$ cat src/hw/arbiter_pkg.sv
// Arbiter state encoding and requester select encoding
package arbiter_pkg;

	// Controller states
	// IDLE waits for a request, GRANT owns the L2,
	// RELEASE gives the served L1 a cycle to drop its strobe
	typedef enum logic [1:0]
	{
		IDLE    = 2'b00,
		GRANT   = 2'b01,
		RELEASE = 2'b10
	} arb_state_e;

	// Which L1 owns the L2 port
	// Same meaning on the control and datapath side
	typedef enum logic
	{
		SEL_ICACHE = 1'b0,
		SEL_DCACHE = 1'b1
	} arb_sel_e;

endpackage : arbiter_pkg

$ cat src/hw/lc3b_types.sv
// Processor word and cache line types
// Line geometry shared by the L1 caches and the L2 store
package lc3b_types;

	// Machine word, also the byte address width
	localparam int WORD_BITS = 16;

	// A line holds eight words
	localparam int LINE_WORDS = 8;
	localparam int LINE_BITS = WORD_BITS * LINE_WORDS;

	// Byte offset inside a line, dropped when indexing the L2
	localparam int LINE_OFFSET_BITS = $clog2(LINE_BITS / 8);

	// 16-bit byte address
	typedef logic [WORD_BITS-1:0] lc3b_word;

	// Full 128-bit line, the unit of every L1/L2 transfer
	typedef logic [LINE_BITS-1:0] lc3b_cacheline;

endpackage : lc3b_types

$ cat src/hw/arbiter_datapath.sv
// Cache arbiter datapath
// Steers the owning L1 onto the L2 port and routes the response back
`timescale 1ns/1ns

module arbiter_datapath
	import lc3b_types::*;
	import arbiter_pkg::*;
(
	// Split L1 requests
	input  lc3b_word      i_icache_address,
	input  lc3b_word      i_dcache_address,
	input  lc3b_cacheline i_icache_wdata,
	input  lc3b_cacheline i_dcache_wdata,
	input  logic          i_icache_read,
	input  logic          i_dcache_read,
	input  logic          i_icache_write,
	input  logic          i_dcache_write,

	// From the arbiter FSM
	input  arb_sel_e      i_sel,
	input  logic          i_l2_enable,

	// From the L2
	input  lc3b_cacheline i_l2_rdata,
	input  logic          i_l2_resp,

	// To the L2
	output lc3b_word      o_l2_address,
	output lc3b_cacheline o_l2_wdata,
	output logic          o_l2_read,
	output logic          o_l2_write,

	// Back to the split L1
	output logic          o_icache_resp,
	output logic          o_dcache_resp,
	output lc3b_cacheline o_icache_rdata,
	output lc3b_cacheline o_dcache_rdata,

	// Request summary for the FSM
	output logic          o_icache_pending,
	output logic          o_dcache_pending
);

	logic dsel;

	assign dsel = (i_sel == SEL_DCACHE);

	always_comb
	begin
		// Address and line data follow the owner
		o_l2_address = dsel ? i_dcache_address : i_icache_address;
		o_l2_wdata   = dsel ? i_dcache_wdata : i_icache_wdata;

		// Strobes held back until the FSM grants the port
		o_l2_read  = (dsel ? i_dcache_read : i_icache_read) & i_l2_enable;
		o_l2_write = (dsel ? i_dcache_write : i_icache_write) & i_l2_enable;

		// Response only to the owner, data to both
		o_dcache_resp  = dsel & i_l2_resp;
		o_icache_resp  = ~dsel & i_l2_resp;
		o_dcache_rdata = i_l2_rdata;
		o_icache_rdata = i_l2_rdata;

		o_icache_pending = i_icache_read | i_icache_write;
		o_dcache_pending = i_dcache_read | i_dcache_write;
	end

	// A response reaches only a cache still holding its request
	resp_to_waiting: assert final ((!o_icache_resp || o_icache_pending) &&
		(!o_dcache_resp || o_dcache_pending))
		else $error("response sent to a cache with no request");

endmodule : arbiter_datapath

$ cat config.mk
export PLATFORM = sky130hd
export DESIGN_NAME = arbiter_datapath
export DESIGN_NICKNAME = d
export VERILOG_FILES = /design/src/hw/arbiter_pkg.sv /design/src/hw/lc3b_types.sv /design/src/hw/arbiter_datapath.sv
export SDC_FILE = /design/constraint.sdc
export NUM_CORES = 1
export LEC_CHECK = 0
export ABC_AREA = 1
export ABC_CLOCK_PERIOD_IN_PS = 800
export BUFFER_PORTS_ARGS = -buffer_cell sky130_fd_sc_hd__buf_4
export CAP_MARGIN = 40
export CORE_AREA = 2 2 318 320
export DETAILED_ROUTE_END_ITERATION = 7
export DIE_AREA = 0 0 320 322
export PLACE_DENSITY = 0.3
export SETUP_SLACK_MARGIN = 0.5
export SLEW_MARGIN = 15
export SYNTH_ARGS = -nofsm -noshare
export SYNTH_HDL_FRONTEND = slang
export SYNTH_SLANG_ARGS = --single-unit
$ cat constraint.sdc
create_clock -name vclk -period 0.8
set_input_delay 0.04 -clock vclk [all_inputs]
set_output_delay 0.04 -clock vclk [all_outputs]
set_load 0.005 [all_outputs]
==> results of run 1 <==
layout make-up:
| type | instances | area, sq um |
|---|---|---|
| fillers | 11800 | 90600 |
| inverters | 148 | 558 |
| multi-input cells | 300 | 2200 |
| well taps | 1298 | 1620 |
| repair buffers | 516 | 4610 |
per-stage QoR:
stage	hold WS [ps]	std cells	cell area (sq um)	utilization (%)	total power (uW)
3_3_place_gp	80.1	2235	7440	7.47	4230
2_1_floorplan	153	737	4320	-	2110
5_1_grt	80.0	2262	8990	9.03	5510
6_report	80.0	2262	8990	9.03	5050
4_1_cts	80.1	2255	8650	8.69	5090
3_5_place_dp	80.1	2236	7450	7.48	4220
cell families (layout without fill, tap and decap cells):
kind of cell | count (synthesis) | count (layout) | synth area share [%]
AOI/OAI and AO/OA | 144 | 144 | 18.1
and+or+nand+nor | 156 | 156 | 14.3
buffers and inverters | 437 | 664 | 67.6
where the power goes:
| group | switching (uW) | internal, uW | leakage, uW | total (uW) |
|---|---|---|---|---|
| Clock | 0 | 0 | 0 | 0 |
| Combinational | 2300 | 2750 | 0.00434 | 5050 |
| Sequential | 0 | 0 | 0 | 0 |
| Total | 2300 | 2750 | 0.00434 | 5050 |
metal layers:
metal  GRT usage, %  vias up  share of wire [%]
met5              0        -               0.11
met4           2.21        6                3.4
met3           3.91      116                 13
met2           10.9      475                 41
met1           9.47     2151                 42
li1               -     2389                  -
worst max-delay path: cells and delay by family:
kind / cells / cell delay [ps]
buffers and inverters: 5 / 720
AOI/OAI and AO/OA: 1 / 180
layout by cell type, fill, tap and decap left out, types with 2 or more instances in the layout:
master / Yosys / routed
nor2_1: 5 / 3
o21ai_1: 21 / 25
buf_6: 20 / 86
buf_16: 0 / 7
nand2_1: 150 / 107
clkbuf_16: 0 / 5
nand2_4: 0 / 7
buf_8: 1 / 6
buf_4: 260 / 402
o21ai_0: 117 / 2
nand2_2: 0 / 36
inv_1: 148 / 147
o21ai_4: 0 / 40
buf_12: 0 / 9
o21ai_2: 6 / 77
final timing paths:
kind | startpoint | to | slack [ps] | cells after the start
hold / removal | i_l2_rdata[122] | o_icache_rdata[122] | 80 | 0
setup / recovery | i_sel | o_l2_wdata[41] | -230 | 6
repair_timing:
action	in CTS	in global routing
setup buffers	15	2
cloned	4	5
pin swaps	19	14
hold endpoints to repair	0	0
resized for setup	285	54
endpoints found under the setup margin	150	150
==> results.yml, run 1 <==
finish:
  area_growth_pct: 119
  drive_above_1_share_pct: 70.5
  regArea_sq_um: 0
  diodes: 0
  final_nets: 1389
  clkbuf_count: 0
  seq_cells: 0
setup_path:
  worstSetupEndpointType: "primary output"
  cp.required_ps: 760
  cp.arrival_ps: 990
  cp_slowest_cell: "o21ai_2"
  worst-setup-path-type: "in2out"
  start_kind: "primary input"
  max_stage_delay_ps: 180
  path_max_fanout: 13
  cpMostUsedCell: "buf_12"
  crit_chain: "buf_12, buf_12, buf_12, buf_4, o21ai_2, buf_4"
logic_synthesis:
  synth.distinct_cells: 12
  synth_largest_area_cell: "buf_4"
  synth_nets: 1160
  syn-cell-area_sq_mm: 0.00412
  avgSynthCellArea_sq_um: 5.58
  ys.warnings.count: 0
  synth_common_cells: "260 x buf_4, 150 x nand2_1, 148 x inv_1"
  synth_area_leaders: "buf_4 47%, o21ai_0 14%, nand2_1 14%"
  synth_top_cell_area_share_pct: 47.4
  yosysMostFrequentCell: "buf_4"
  syn_inst: 737
  yosysSeqAreaShare_pct: 0
detailed_routing:
  vias: 5137
  postRouteAntennaNets: 0
  via_per_inst: 2.27
  totalWireLength_um: 41600
  drc: 0
  firstDrtPassIters: 4
  first_iter_violations: 131
  post_drt_wl_per_cell_um: 18.4
timing:
  finalCritPeriodShare_pct: 129
  setup_viol: 134
  layout_setup_ws_ps: -231
  totalNegativeSetupSlack_ps: -13480
  period_minus_slack_ps: 1030
  rsz0062_at_grt: "true"
  worst_pin_slew_ps: 284
  finalHoldViolCount: 0
  finalMaxSlewViolations: 0
  relSlewSlack_pct: 81.0
  fmax_mhz: 970
grt:
  grt_pass1_wl_um: 50900
  grt_max_degree: 18
  grt_pass1_vias: 5205
  track_usage_pct: 7.48
  antenna_found_initial: 5
  grt_overflow: 0
placement:
  dp_slack_ps: -769
  hpwlAfterDp_um: 38300
  numPortBuffers: 445
  globalplace.congestion: 0.730
clocking:
  hold_buffers: 0
die:
  die_w_um: 320
  die-area_sq_mm: 0.103
  ios: 829
  initial_core_util_pct: 4.13
  rows: 116
  core_area_sq_mm: 0.0996
  dieHeight_um: 322
pwr:
  p_leak_uw: 0.00434
  power.density_mw_per_mm2: 562
  peakVddDrop_uv: 175
run_status:
  violations: "setup timing"
  status: "finished, violations left"
flow_run:
  cap_viol_max_count: 0
worst_hold_path:
  hold_class: "in2out"
(Power assumes the default switching activity.)
==> run 2, diff against run 1 <==
- CELL_PAD_IN_SITES_DETAIL_PLACEMENT: unset -> 1
- CELL_PAD_IN_SITES_GLOBAL_PLACEMENT: unset -> 1
- CORE_AREA: 2 2 318 320 -> 2 2 325 327
- DIE_AREA: 0 0 320 322 -> 0 0 327 329
- PLACE_DENSITY: 0.3 -> unset
- PLACE_DENSITY_LB_ADDON: unset -> 0.1
==> run 2 against run 1 <==
- the flow still finishes with violations (setup timing)
- fmax grew 26%
- non-clock buffer count decreased by 7
- combinational power down 5.5%
- total power decreased by 5.7%
- largest cell class unchanged
==> results.yml, run 2 (synthesized netlist as in run 1, its figures left out) <==
finish:
  layout_commonest_cell: "buf_4"
  clkbuf_count: 0
  final_nets: 1382
  seq_cells: 0
  final_area_sq_mm: 0.00960
  area_growth_pct: 133
  mostFrequentLayoutCells: "414 x buf_4, 145 x inv_1, 104 x o21ai_2"
  drive_above_1_share_pct: 78.1
  regArea_sq_um: 0
  final_util_pct: 9.20
grt:
  grt_overflow: 0
  grt_pass1_wl_um: 36200
  grt_max_degree: 21
  antenna_found_initial: 2
  track_usage_pct: 4.52
  grt_pass1_vias: 5341
pwr:
  pwr-share-clk_pct: 0
  p_leak_uw: 0.00465
  power_uw: 4770
  power.switching_fraction_pct: 40.0
  power.density_mw_per_mm2: 497
  p_switching_uw: 1910
  pwr-share-seq_pct: 0
  internal-power_uw: 2860
  peakVddDrop_uv: 137
  combPwrFrac_pct: 100.0
timing:
  period_minus_slack_ps: 817
  worst_pin_slew_ps: 153
  relSlewSlack_pct: 89.7
  setup_viol: 6
  finalHoldViolCount: 0
  finalMaxSlewViolations: 0
  totalNegativeSetupSlack_ps: -45.2
  rsz0062_at_grt: "true"
  fmax_mhz: 1220
  finalCritPeriodShare_pct: 102
  layout_setup_ws_ps: -16.8
setup_path:
  path_delay_family: "buffers and inverters"
  start_kind: "primary input"
  cp.arrival_ps: 780
  worst-setup-path-type: "in2out"
  path_max_fanout: 6
  cp_num_buf_inv: 4
  crit_chain: "buf_16, buf_12, buf_16, nand2_1, o21ai_4, buf_6"
  cpMostUsedCell: "buf_16"
  max_stage_delay_ps: 140
  cp-startpoint: "i_sel"
  worstSetupEndpointType: "primary output"
  cp_slowest_cell: "buf_16"
  cp.required_ps: 760
die:
  initial_core_util_pct: 3.94
  core_area_sq_mm: 0.104
  ios: 829
  dieHeight_um: 329
  rows: 119
  die-area_sq_mm: 0.108
  die_w_um: 327
detailed_routing:
  totalWireLength_um: 28900
  via_per_inst: 2.19
  first_iter_violations: 31
  firstDrtPassIters: 4
  postRouteAntennaNets: 0
  post_drt_wl_per_cell_um: 12.3
  vias: 5144
  drc: 0
run_status:
  violations: "setup timing"
  status: "finished, violations left"
clocking:
  hold_buffers: 0
placement:
  numPortBuffers: 445
  hpwlAfterDp_um: 22500
  globalplace.congestion: 0.719
  place_area_sq_mm: 0.00749
flow_run:
  cap_viol_max_count: 0
worst_hold_path:
  hold_class: "in2out"
  min-delay-start: "i_l2_rdata[18]"
==> run 2: cell count changes in the layout (fill, tap and decap cells not counted), moves of 16 or more <==
cell     previous run  this run
nand2_2            36        52
o21ai_2            77       104
o21ai_4            40        20
nand2_4             7        55
buf_6              86        40
nand2_1           107        43
==> run 2: timing repair <==
item	CTS	global route
resized for setup	219	206
cloned	11	15
pin swaps	29	49
endpoints found under the setup margin	150	150
setup buffers	6	2
==> run 2: metrics by stage <==
stage / cells / setup WS (ps) / hold slack, ps
2_1_floorplan: 737 / 162 / 153
3_3_place_gp: 2314 / -306 / 80.1
3_5_place_dp: 2314 / -312 / 80.1
4_1_cts: 2331 / -27.5 / 80.1
5_1_grt: 2349 / -52.8 / 80.0
6_report: 2349 / -16.8 / 80.0
==> run 2: final timing paths <==
path / to / slack [ps] / cells after the start
setup / recovery: o_l2_wdata[77] / -20 / 6
hold / removal: o_icache_rdata[18] / 80 / 0
==> run 2: power by group through the flow <==
stage	Combinational [uW]	Clock, uW	Sequential, uW
6_report	4770	0.000168	0
5_1_grt	5180	0.000168	0
4_1_cts	4220	0	0
3_5_place_dp	3510	0	0
3_3_place_gp	3540	0	0
2_1_floorplan	2110	0	0
==> run 2: area by class of cell <==
type	instances	area [sq um]
diodes	1	2.50
fillers	12500	94800
inverters	148	568
multi-input cells	300	2480
well taps	1391	1740
repair buffers	509	4800
==> run 2: routing by layer <==
layer,track usage [%],up-vias,part of all wire [%]
li1,-,2381,-
met1,4.13,2272,31
met3,2.01,129,12
met5,0,-,0.024
met2,8.52,360,52
met4,2.11,2,4.9
