File: config.mk
export PLATFORM = sky130hd
export DESIGN_NAME = arbiter_control
export DESIGN_NICKNAME = d
export VERILOG_FILES = /design/src/hw/arbiter_pkg.sv /design/src/hw/lc3b_types.sv /design/src/hw/arbiter_control.sv
export SDC_FILE = /design/constraint.sdc
export NUM_CORES = 1
export LEC_CHECK = 0
export ABC_AREA = 1
export CORE_AREA = 10 10 47 49
export CTS_BUF_LIST = sky130_fd_sc_hd__clkbuf_2
export DETAILED_ROUTE_END_ITERATION = 7
export DIE_AREA = 0 0 57 59
export DONT_BUFFER_PORTS = 1
export GPL_ROUTABILITY_DRIVEN = 0
export MAX_ROUTING_LAYER = met4
export PLACE_DENSITY = 0.3
export REMOVE_ABC_BUFFERS = 1
export SLEW_MARGIN = 20
export SYNTH_ARGS = -nofsm -noshare
export SYNTH_HDL_FRONTEND = slang
export SYNTH_SLANG_ARGS = --single-unit
File: constraint.sdc
create_clock -name i_clk -period 1.2 [get_ports i_clk]
set_input_delay 0.24 -clock i_clk [delete_from_list [all_inputs] [get_ports i_clk]]
set_output_delay 0.24 -clock i_clk [all_outputs]
set_load 0.005 [all_outputs]
File: src/hw/arbiter_pkg.sv
// Arbiter state encoding and requester select encoding
package arbiter_pkg;

	// Controller states
	// IDLE waits for a request, GRANT owns the L2,
	// RELEASE gives the served L1 a cycle to drop its strobe
	typedef enum logic [1:0]
	{
		IDLE    = 2'b00,
		GRANT   = 2'b01,
		RELEASE = 2'b10
	} arb_state_e;

	// Which L1 owns the L2 port
	// Same meaning on the control and datapath side
	typedef enum logic
	{
		SEL_ICACHE = 1'b0,
		SEL_DCACHE = 1'b1
	} arb_sel_e;

endpackage : arbiter_pkg

File: src/hw/lc3b_types.sv
// Processor word and cache line types
// Line geometry shared by the L1 caches and the L2 store
package lc3b_types;

	// Machine word, also the byte address width
	localparam int WORD_BITS = 16;

	// A line holds eight words
	localparam int LINE_WORDS = 8;
	localparam int LINE_BITS = WORD_BITS * LINE_WORDS;

	// Byte offset inside a line, dropped when indexing the L2
	localparam int LINE_OFFSET_BITS = $clog2(LINE_BITS / 8);

	// 16-bit byte address
	typedef logic [WORD_BITS-1:0] lc3b_word;

	// Full 128-bit line, the unit of every L1/L2 transfer
	typedef logic [LINE_BITS-1:0] lc3b_cacheline;

endpackage : lc3b_types

File: src/hw/arbiter_control.sv
// Cache arbiter FSM
// Picks the served L1, delays the L2 strobes, alternates on contention
`timescale 1ns/1ns

module arbiter_control
	import lc3b_types::*;
	import arbiter_pkg::*;
(
	input  logic     i_clk,
	input  logic     i_arst_n,

	// Request summary from the datapath
	input  logic     i_icache_pending,
	input  logic     i_dcache_pending,

	// Access done
	input  logic     i_l2_resp,

	output arb_sel_e o_sel,
	output logic     o_l2_enable
);

	arb_state_e state_q;

	// Current owner, kept after the access so it
	// also serves as the last-served bit
	arb_sel_e sel_q;

	// Requester picked if a grant is made this cycle
	arb_sel_e pick;

	always_comb
	begin
		// Both waiting: give it to the one not served last
		if (i_icache_pending && i_dcache_pending)
		begin
			pick = (sel_q == SEL_ICACHE) ? SEL_DCACHE : SEL_ICACHE;
		end
		else if (i_dcache_pending)
		begin
			pick = SEL_DCACHE;
		end
		else
		begin
			pick = SEL_ICACHE;
		end
	end

	always_ff @(posedge i_clk or negedge i_arst_n)
	begin
		if (!i_arst_n)
		begin
			state_q <= IDLE;
			// D-cache counts as last served, so I-cache wins first
			sel_q   <= SEL_DCACHE;
		end
		else
		begin
			case (state_q)
				IDLE:
				begin
					// Selection is latched on entry and held for the access
					if (i_icache_pending || i_dcache_pending)
					begin
						state_q <= GRANT;
						sel_q   <= pick;
					end
				end
				GRANT:
				begin
					if (i_l2_resp)
					begin
						state_q <= RELEASE;
					end
				end
				RELEASE:
				begin
					state_q <= IDLE;
				end
				default:
				begin
					state_q <= IDLE;
				end
			endcase
		end
	end

	assign o_sel       = sel_q;
	// L2 only sees strobes while granted, one cycle after the request
	assign o_l2_enable = (state_q == GRANT);

	// L2 never answers a request the arbiter did not pass on
	resp_only_in_grant: assert property (@(posedge i_clk) disable iff (!i_arst_n)
		i_l2_resp |-> (state_q == GRANT))
		else $error("L2 response outside grant");

endmodule : arbiter_control

==> flow_summary.ini, run 1 <==
[layout]
area_delta_synth_final_pct = 36.7
diodes = 0
finish.instance_area_sq_um = 186
drive_gt1_share_pct = 36.4
fin_nets = 28

[sta]
timing.fmax_mhz = 992
setup_tns_ns = 0
drv_slew = 0
setup_viol = 0
period_needed_ns = 1.01
hold_viol_final = 0
tightest_slew_ns = 0.161
period_share_pct = 84.0
fin_skew_ns = 0.00112
slew_headroom_pct = 89.2
rsz0062_at_grt = no

[min_path]
hold_class = in2reg
worstHoldPathCells = 2

[route]
drc = 0
first_iter_violations = 3
firstDrtPassIters = 2
final_antenna_net_count = 0
wl_per_cell_um = 8.87
routed_via_density = 3.03
wl_um = 337
num_vias = 115

[global_route]
antenna_found_initial = 0
track_usage_pct = 2.44
first_global_vias = 105
overflow = 0
grt_max_degree = 4
grt_pass1_wl_um = 489

[placement]
place_area_sq_um = 156
numPortBuffers = 0
dpl.hpwl_um = 274

[worst_setup_path]
cpLargestDelayFamily = flip-flops
startpoint_type = flip-flop
ff2ff_path_depth = 3
setup.worst_path.end_class = output port
path_depth = 3
critical_path.max_fanout = 2
crit_type = reg2out
critical_path_required_ns = 0.96
slowest_stage = dfrtp_1
arrival_ns = 0.77
worstPathBufferInverterCount = 2
path_cells = inv_1 -> nand2_2 -> inv_2
slowest_delay_ns = 0.38

[clock_tree]
cts_resized = 0
clk_latency_ns = 0.20
cts-root-buf = clkbuf_2
clock_sinks = 3
cts.path.max_buffers = 2
clk_pin_slew_ns = 0.04
cts-htree-levels = 1
cts_tree = yes
cts_buffers = 3

[power_and_ir_drop]
p_per_area_mw_per_mm2 = 2470
ir_drop_mv = 0.744
power.leakage_uw = 0.0000983

[floorplan]
std_cell_rows = 14
coreArea_sq_mm = 0.00140
die_h_um = 59
io_pins = 7
fp.dieW_um = 57
die-area_sq_mm = 0.00336
start_util_pct = 9.73

[synthesis]
synth-xor-area-share_pct = 0
synth_cell_types = 10
synth_top_family_by_area = simple AND/OR/NAND/NOR gates
synth-compound-area-share_pct = 3.67
synthCells = 17
synthMuxAreaShare_pct = 0
synth_area_sq_um = 136
ys_seq_area_share_pct = 56.0
synthSimpleGateAreaFrac_pct = 29.4
avgSynthCellArea_sq_um = 8.02
ys_warn_count = 0
ys_ff_latch = 3
synth_fa_ha_area_share_pct = 0

[run_status]
status = complete, no violations

[job]
maxCapViolations = 0
[final cells by class]
| cell class | count | area, sq um |
|---|---|---|
| Timing Repair Buffer | 1 | 10.0 |
| Inverter | 4 | 15.0 |
| Fill cell | 168 | 1210 |
| Multi-Input combinational cell | 10 | 45.0 |
| Sequential cell | 3 | 76.3 |
| Clock buffer | 4 | 20.0 |
| Tap cell | 16 | 20.0 |
[cell usage in the layout (no fill, tap or decap)]
master | synthesis | routed
nand2_2 | 1 | 1
dlygate4sd3_1 | 0 | 1
clkbuf_2 | 0 | 4
o21ai_1 | 1 | 1
inv_1 | 3 | 3
dfrtp_1 | 2 | 2
inv_2 | 1 | 1
nor2_2 | 1 | 1
nand2_1 | 5 | 5
nor2_1 | 1 | 1
dfstp_2 | 1 | 1
nand3_1 | 1 | 1
[metrics by stage]
stage | hold WS, ns | instances | utilization [%] | worst slack, ns | total power [uW]
floorplan | -0.0556 | 17 | - | 0.436 | 295
global placement | -0.0555 | 33 | 11.2 | 0.412 | 323
detailed placement | -0.0554 | 33 | 11.2 | 0.406 | 323
CTS | 0.135 | 38 | 13.3 | 0.172 | 474
global route | 0.129 | 38 | 13.3 | 0.144 | 502
finish | 0.150 | 38 | 13.3 | 0.192 | 460
[routing by layer]
layer | vias to the layer above | track usage, % | share of wire, %
met5 | - | - | 0
met4 | 0 | 1.01 | 0
met3 | 0 | 3.86 | 14
met2 | 9 | 1.24 | 22
met1 | 46 | 3.08 | 64
li1 | 60 | - | -
[repair_timing]
action / in CTS / in global routing
hold endpoints to repair: 3 / 0
buffers inserted: 0 / 0
hold buffers: 1 / 0
[sequential cells by signal, summed over array words and instances (netlist names)]
signal,cells
o_sel,1
state_q,2
[report_power, final]
part,internal (uW),leakage [uW],switching (uW)
clock network,87.9,0.0000166,49.5
logic,48.0,0.0000461,77.9
registers,159,0.0000356,37.7
[Yosys cell counts]
| library cell | number | area, sq um |
|---|---|---|
| nand2_2 | 1 | 6.26 |
| o21ai_1 | 1 | 5.00 |
| inv_2 | 1 | 3.75 |
| nor2_2 | 1 | 6.26 |
| dfrtp_1 | 2 | 50.1 |
| nor2_1 | 1 | 3.75 |
| inv_1 | 3 | 11.3 |
| nand2_1 | 5 | 18.8 |
| nand3_1 | 1 | 5.00 |
| dfstp_2 | 1 | 26.3 |
[logic make-up (layout without fill, tap and decap cells)]
group                  after synthesis  in the layout
DFF                                  3              3
AOI/OAI and AO/OA                    1              1
and+or+nand+nor                      9              9
buffers and inverters                4              9
[path summary, 6_finish.rpt]
kind                                         from                      to  slack, ns
max                        state_q[1]$_DFFE_PN0P_             o_l2_enable       0.19
max reg2reg                     o_sel$_DFFE_PN1P_       o_sel$_DFFE_PN1P_       0.42
min                              i_dcache_pending       o_sel$_DFFE_PN1P_       0.15
min in group asynchronous                i_arst_n  state_q[0]$_DFFE_PN0P_       0.30
min reg2reg                     o_sel$_DFFE_PN1P_       o_sel$_DFFE_PN1P_       0.48
max in group asynchronous                i_arst_n       o_sel$_DFFE_PN1P_       0.67
Note: power is estimated with default switching activity, not from simulation.
==> run 2: changes to the inputs <==
--- a/config.mk
+++ b/config.mk
@@ -5,7 +5,7 @@
 export SDC_FILE = /design/constraint.sdc
 export NUM_CORES = 1
 export LEC_CHECK = 0
-export ABC_AREA = 1
+export ABC_AREA = 0
 export CORE_AREA = 10 10 47 49
 export CTS_BUF_LIST = sky130_fd_sc_hd__clkbuf_2
 export DETAILED_ROUTE_END_ITERATION = 7
==> constraint.sdc (replaced) <==
create_clock -name i_clk -period 1.03 [get_ports i_clk]
set_input_delay 0.206 -clock i_clk [delete_from_list [all_inputs] [get_ports i_clk]]
set_output_delay 0.206 -clock i_clk [all_outputs]
set_load 0.005 [all_outputs]
==> flow_summary.ini, run 2 <==
[run_status]
status = complete, no violations

[synthesis]
avgSynthCellArea_sq_um = 12.5
synthCells = 10
ys_seq_area_share_pct = 61.0
yosysTopAreaCellShare_pct = 40.0
async_flop_share_pct = 100
synth_area_leaders = dfrtp_1, dfstp_2, o32a_1, nor2b_2, a211oi_1
yosysTopAreaCell = dfrtp_1
synth-main-ff-cell = dfrtp_1
ys_warn_count = 0
synth_cell_types = 9
synth_area_sq_um = 125
synth.most_common_cell = dfrtp_1
synth_edf_count = 0
ys_ff_latch = 3

[global_route]
first_global_vias = 115
grt_pass1_wl_um = 565
track_usage_pct = 2.71
antenna_found_initial = 0
overflow = 0
grt_max_degree = 6

[worst_setup_path]
slowest_delay_ns = 0.40
critical_path_required_ns = 0.82
slowest_stage = dfrtp_1
path_cells = nor2b_4
startpoint_type = flip-flop
worstPathBufferInverterCount = 0
setup.worst_path.end_class = output port
critical_path.max_fanout = 5
cpLargestDelayFamily = flip-flops
arrival_ns = 0.79
crit_type = reg2out

[clock_tree]
clock_sinks = 3
cts.path.max_buffers = 2
clk_pin_slew_ns = 0.04
cts-htree-levels = 1
cts_buffers = 3
cts-root-buf = clkbuf_2
clk_latency_ns = 0.20
cts_tree = yes
post_cts_buffers = 0

[placement]
dpl.hpwl_um = 278
numPortBuffers = 0
pre_cts_slack_ns = 0.0622
place_area_sq_um = 145

[power_and_ir_drop]
ir_drop_mv = 0.373
p_per_area_mw_per_mm2 = 2590
intPower_uw = 327
share_comb_of_total_power_pct = 17.5
p_sw_share_pct = 30.0
clkPwrFrac_pct = 35.2
power.leakage_uw = 0.0000748
power.net_switching_uw = 140
p_seq_share_pct = 47.3

[layout]
final_cell_mix = clkbuf_2, dfrtp_1
final_common_cell = clkbuf_2
drive_gt1_share_pct = 40.0
finish.instance_area_sq_um = 180
fillers = 162
diodes = 0
area_delta_synth_final_pct = 44.0
largest_reg_flops = 2
final_core_util_pct = 12.9
regMostFlops = state_q
fin_nets = 21

[floorplan]
fp.dieW_um = 57
die-area_sq_mm = 0.00336
std_cell_rows = 14
coreArea_sq_mm = 0.00140
io_pins = 7
start_util_pct = 8.93
die_h_um = 59

[sta]
setup_tns_ns = 0
fin_skew_ns = 0.00306
period_share_pct = 96.7
hold_ws_ns = 0.0968
drv_slew = 0
tightest_slew_ns = 0.187
slew_headroom_pct = 87.4
rsz0062_at_grt = yes
timing.fmax_mhz = 1000
setup_viol = 0
period_needed_ns = 0.996
hold_viol_final = 0
setup_ws_ns = 0.0345

[route]
routed_via_density = 3.39
wl_um = 356
drc = 0
num_vias = 105
first_iter_violations = 2
final_antenna_net_count = 0
firstDrtPassIters = 2
wl_per_cell_um = 11.5

[min_path]
hold_class = in2reg

[job]
maxCapViolations = 0
==> run 2: worst paths after layout <==
path	endpoint	cells past startpoint	slack, ns	from
worst max-delay path	o_l2_enable	1	0.03	state_q[0]$_DFFE_PN0P_
worst min-delay path	state_q[0]$_DFFE_PN0P_	1	0.1	i_l2_resp
worst max register to register	o_sel$_DFFE_PN1P_	2	0.06	o_sel$_DFFE_PN1P_
worst min register to register	state_q[0]$_DFFE_PN0P_	1	0.54	state_q[0]$_DFFE_PN0P_
max in group asynchronous	o_sel$_DFFE_PN1P_	1	0.54	i_arst_n
min in group asynchronous	state_q[0]$_DFFE_PN0P_	1	0.26	i_arst_n
==> run 2: layout make-up <==
cell class / count / area (sq um) / area share, %
well taps: 16 / 20.0 / 11.1
flip-flops and latches: 3 / 76.3 / 42.4
multi-input cells: 7 / 53.8 / 29.9
clock buffers: 4 / 20.0 / 11.1
repair buffers: 1 / 10.0 / 5.56
==> run 2: power groups by stage <==
stage / logic [uW] / clock network [uW] / registers (uW)
after detailed placement: 70.3 / 0 / 219
after global placement: 65.6 / 0 / 215
after global routing: 91.6 / 196 / 227
final: 81.6 / 164 / 221
after CTS: 84.8 / 175 / 220
after floorplan: 58.3 / 0 / 206
==> run 2: what timing repair did <==
item	4_1_cts	5_1_grt
endpoints found under the setup margin	1	1
resized for setup	1	0
hold endpoints to repair	3	0
pin swaps	0	0
hold buffers	1	0
==> run 2: metal layers <==
metal	global-route usage, %	wire [um]	share of wire, %
met2	1.86	104	29
met5	-	0	0
met3	5.36	112	31
met1	2.14	139	39
met4	2.01	0	0
==> run 2: cells by family after synthesis <==
group	count (synthesis)	synth area share [%]
and+or+nand+nor	5	25.0
AOI/OAI and AO/OA	2	14.0
DFF	3	61.0
==> run 2: per-stage QoR <==
stage	instances	total power (uW)
floorplan	10	264
global placement	26	280
detailed placement	26	289
CTS	31	480
global route	31	514
finish	31	466
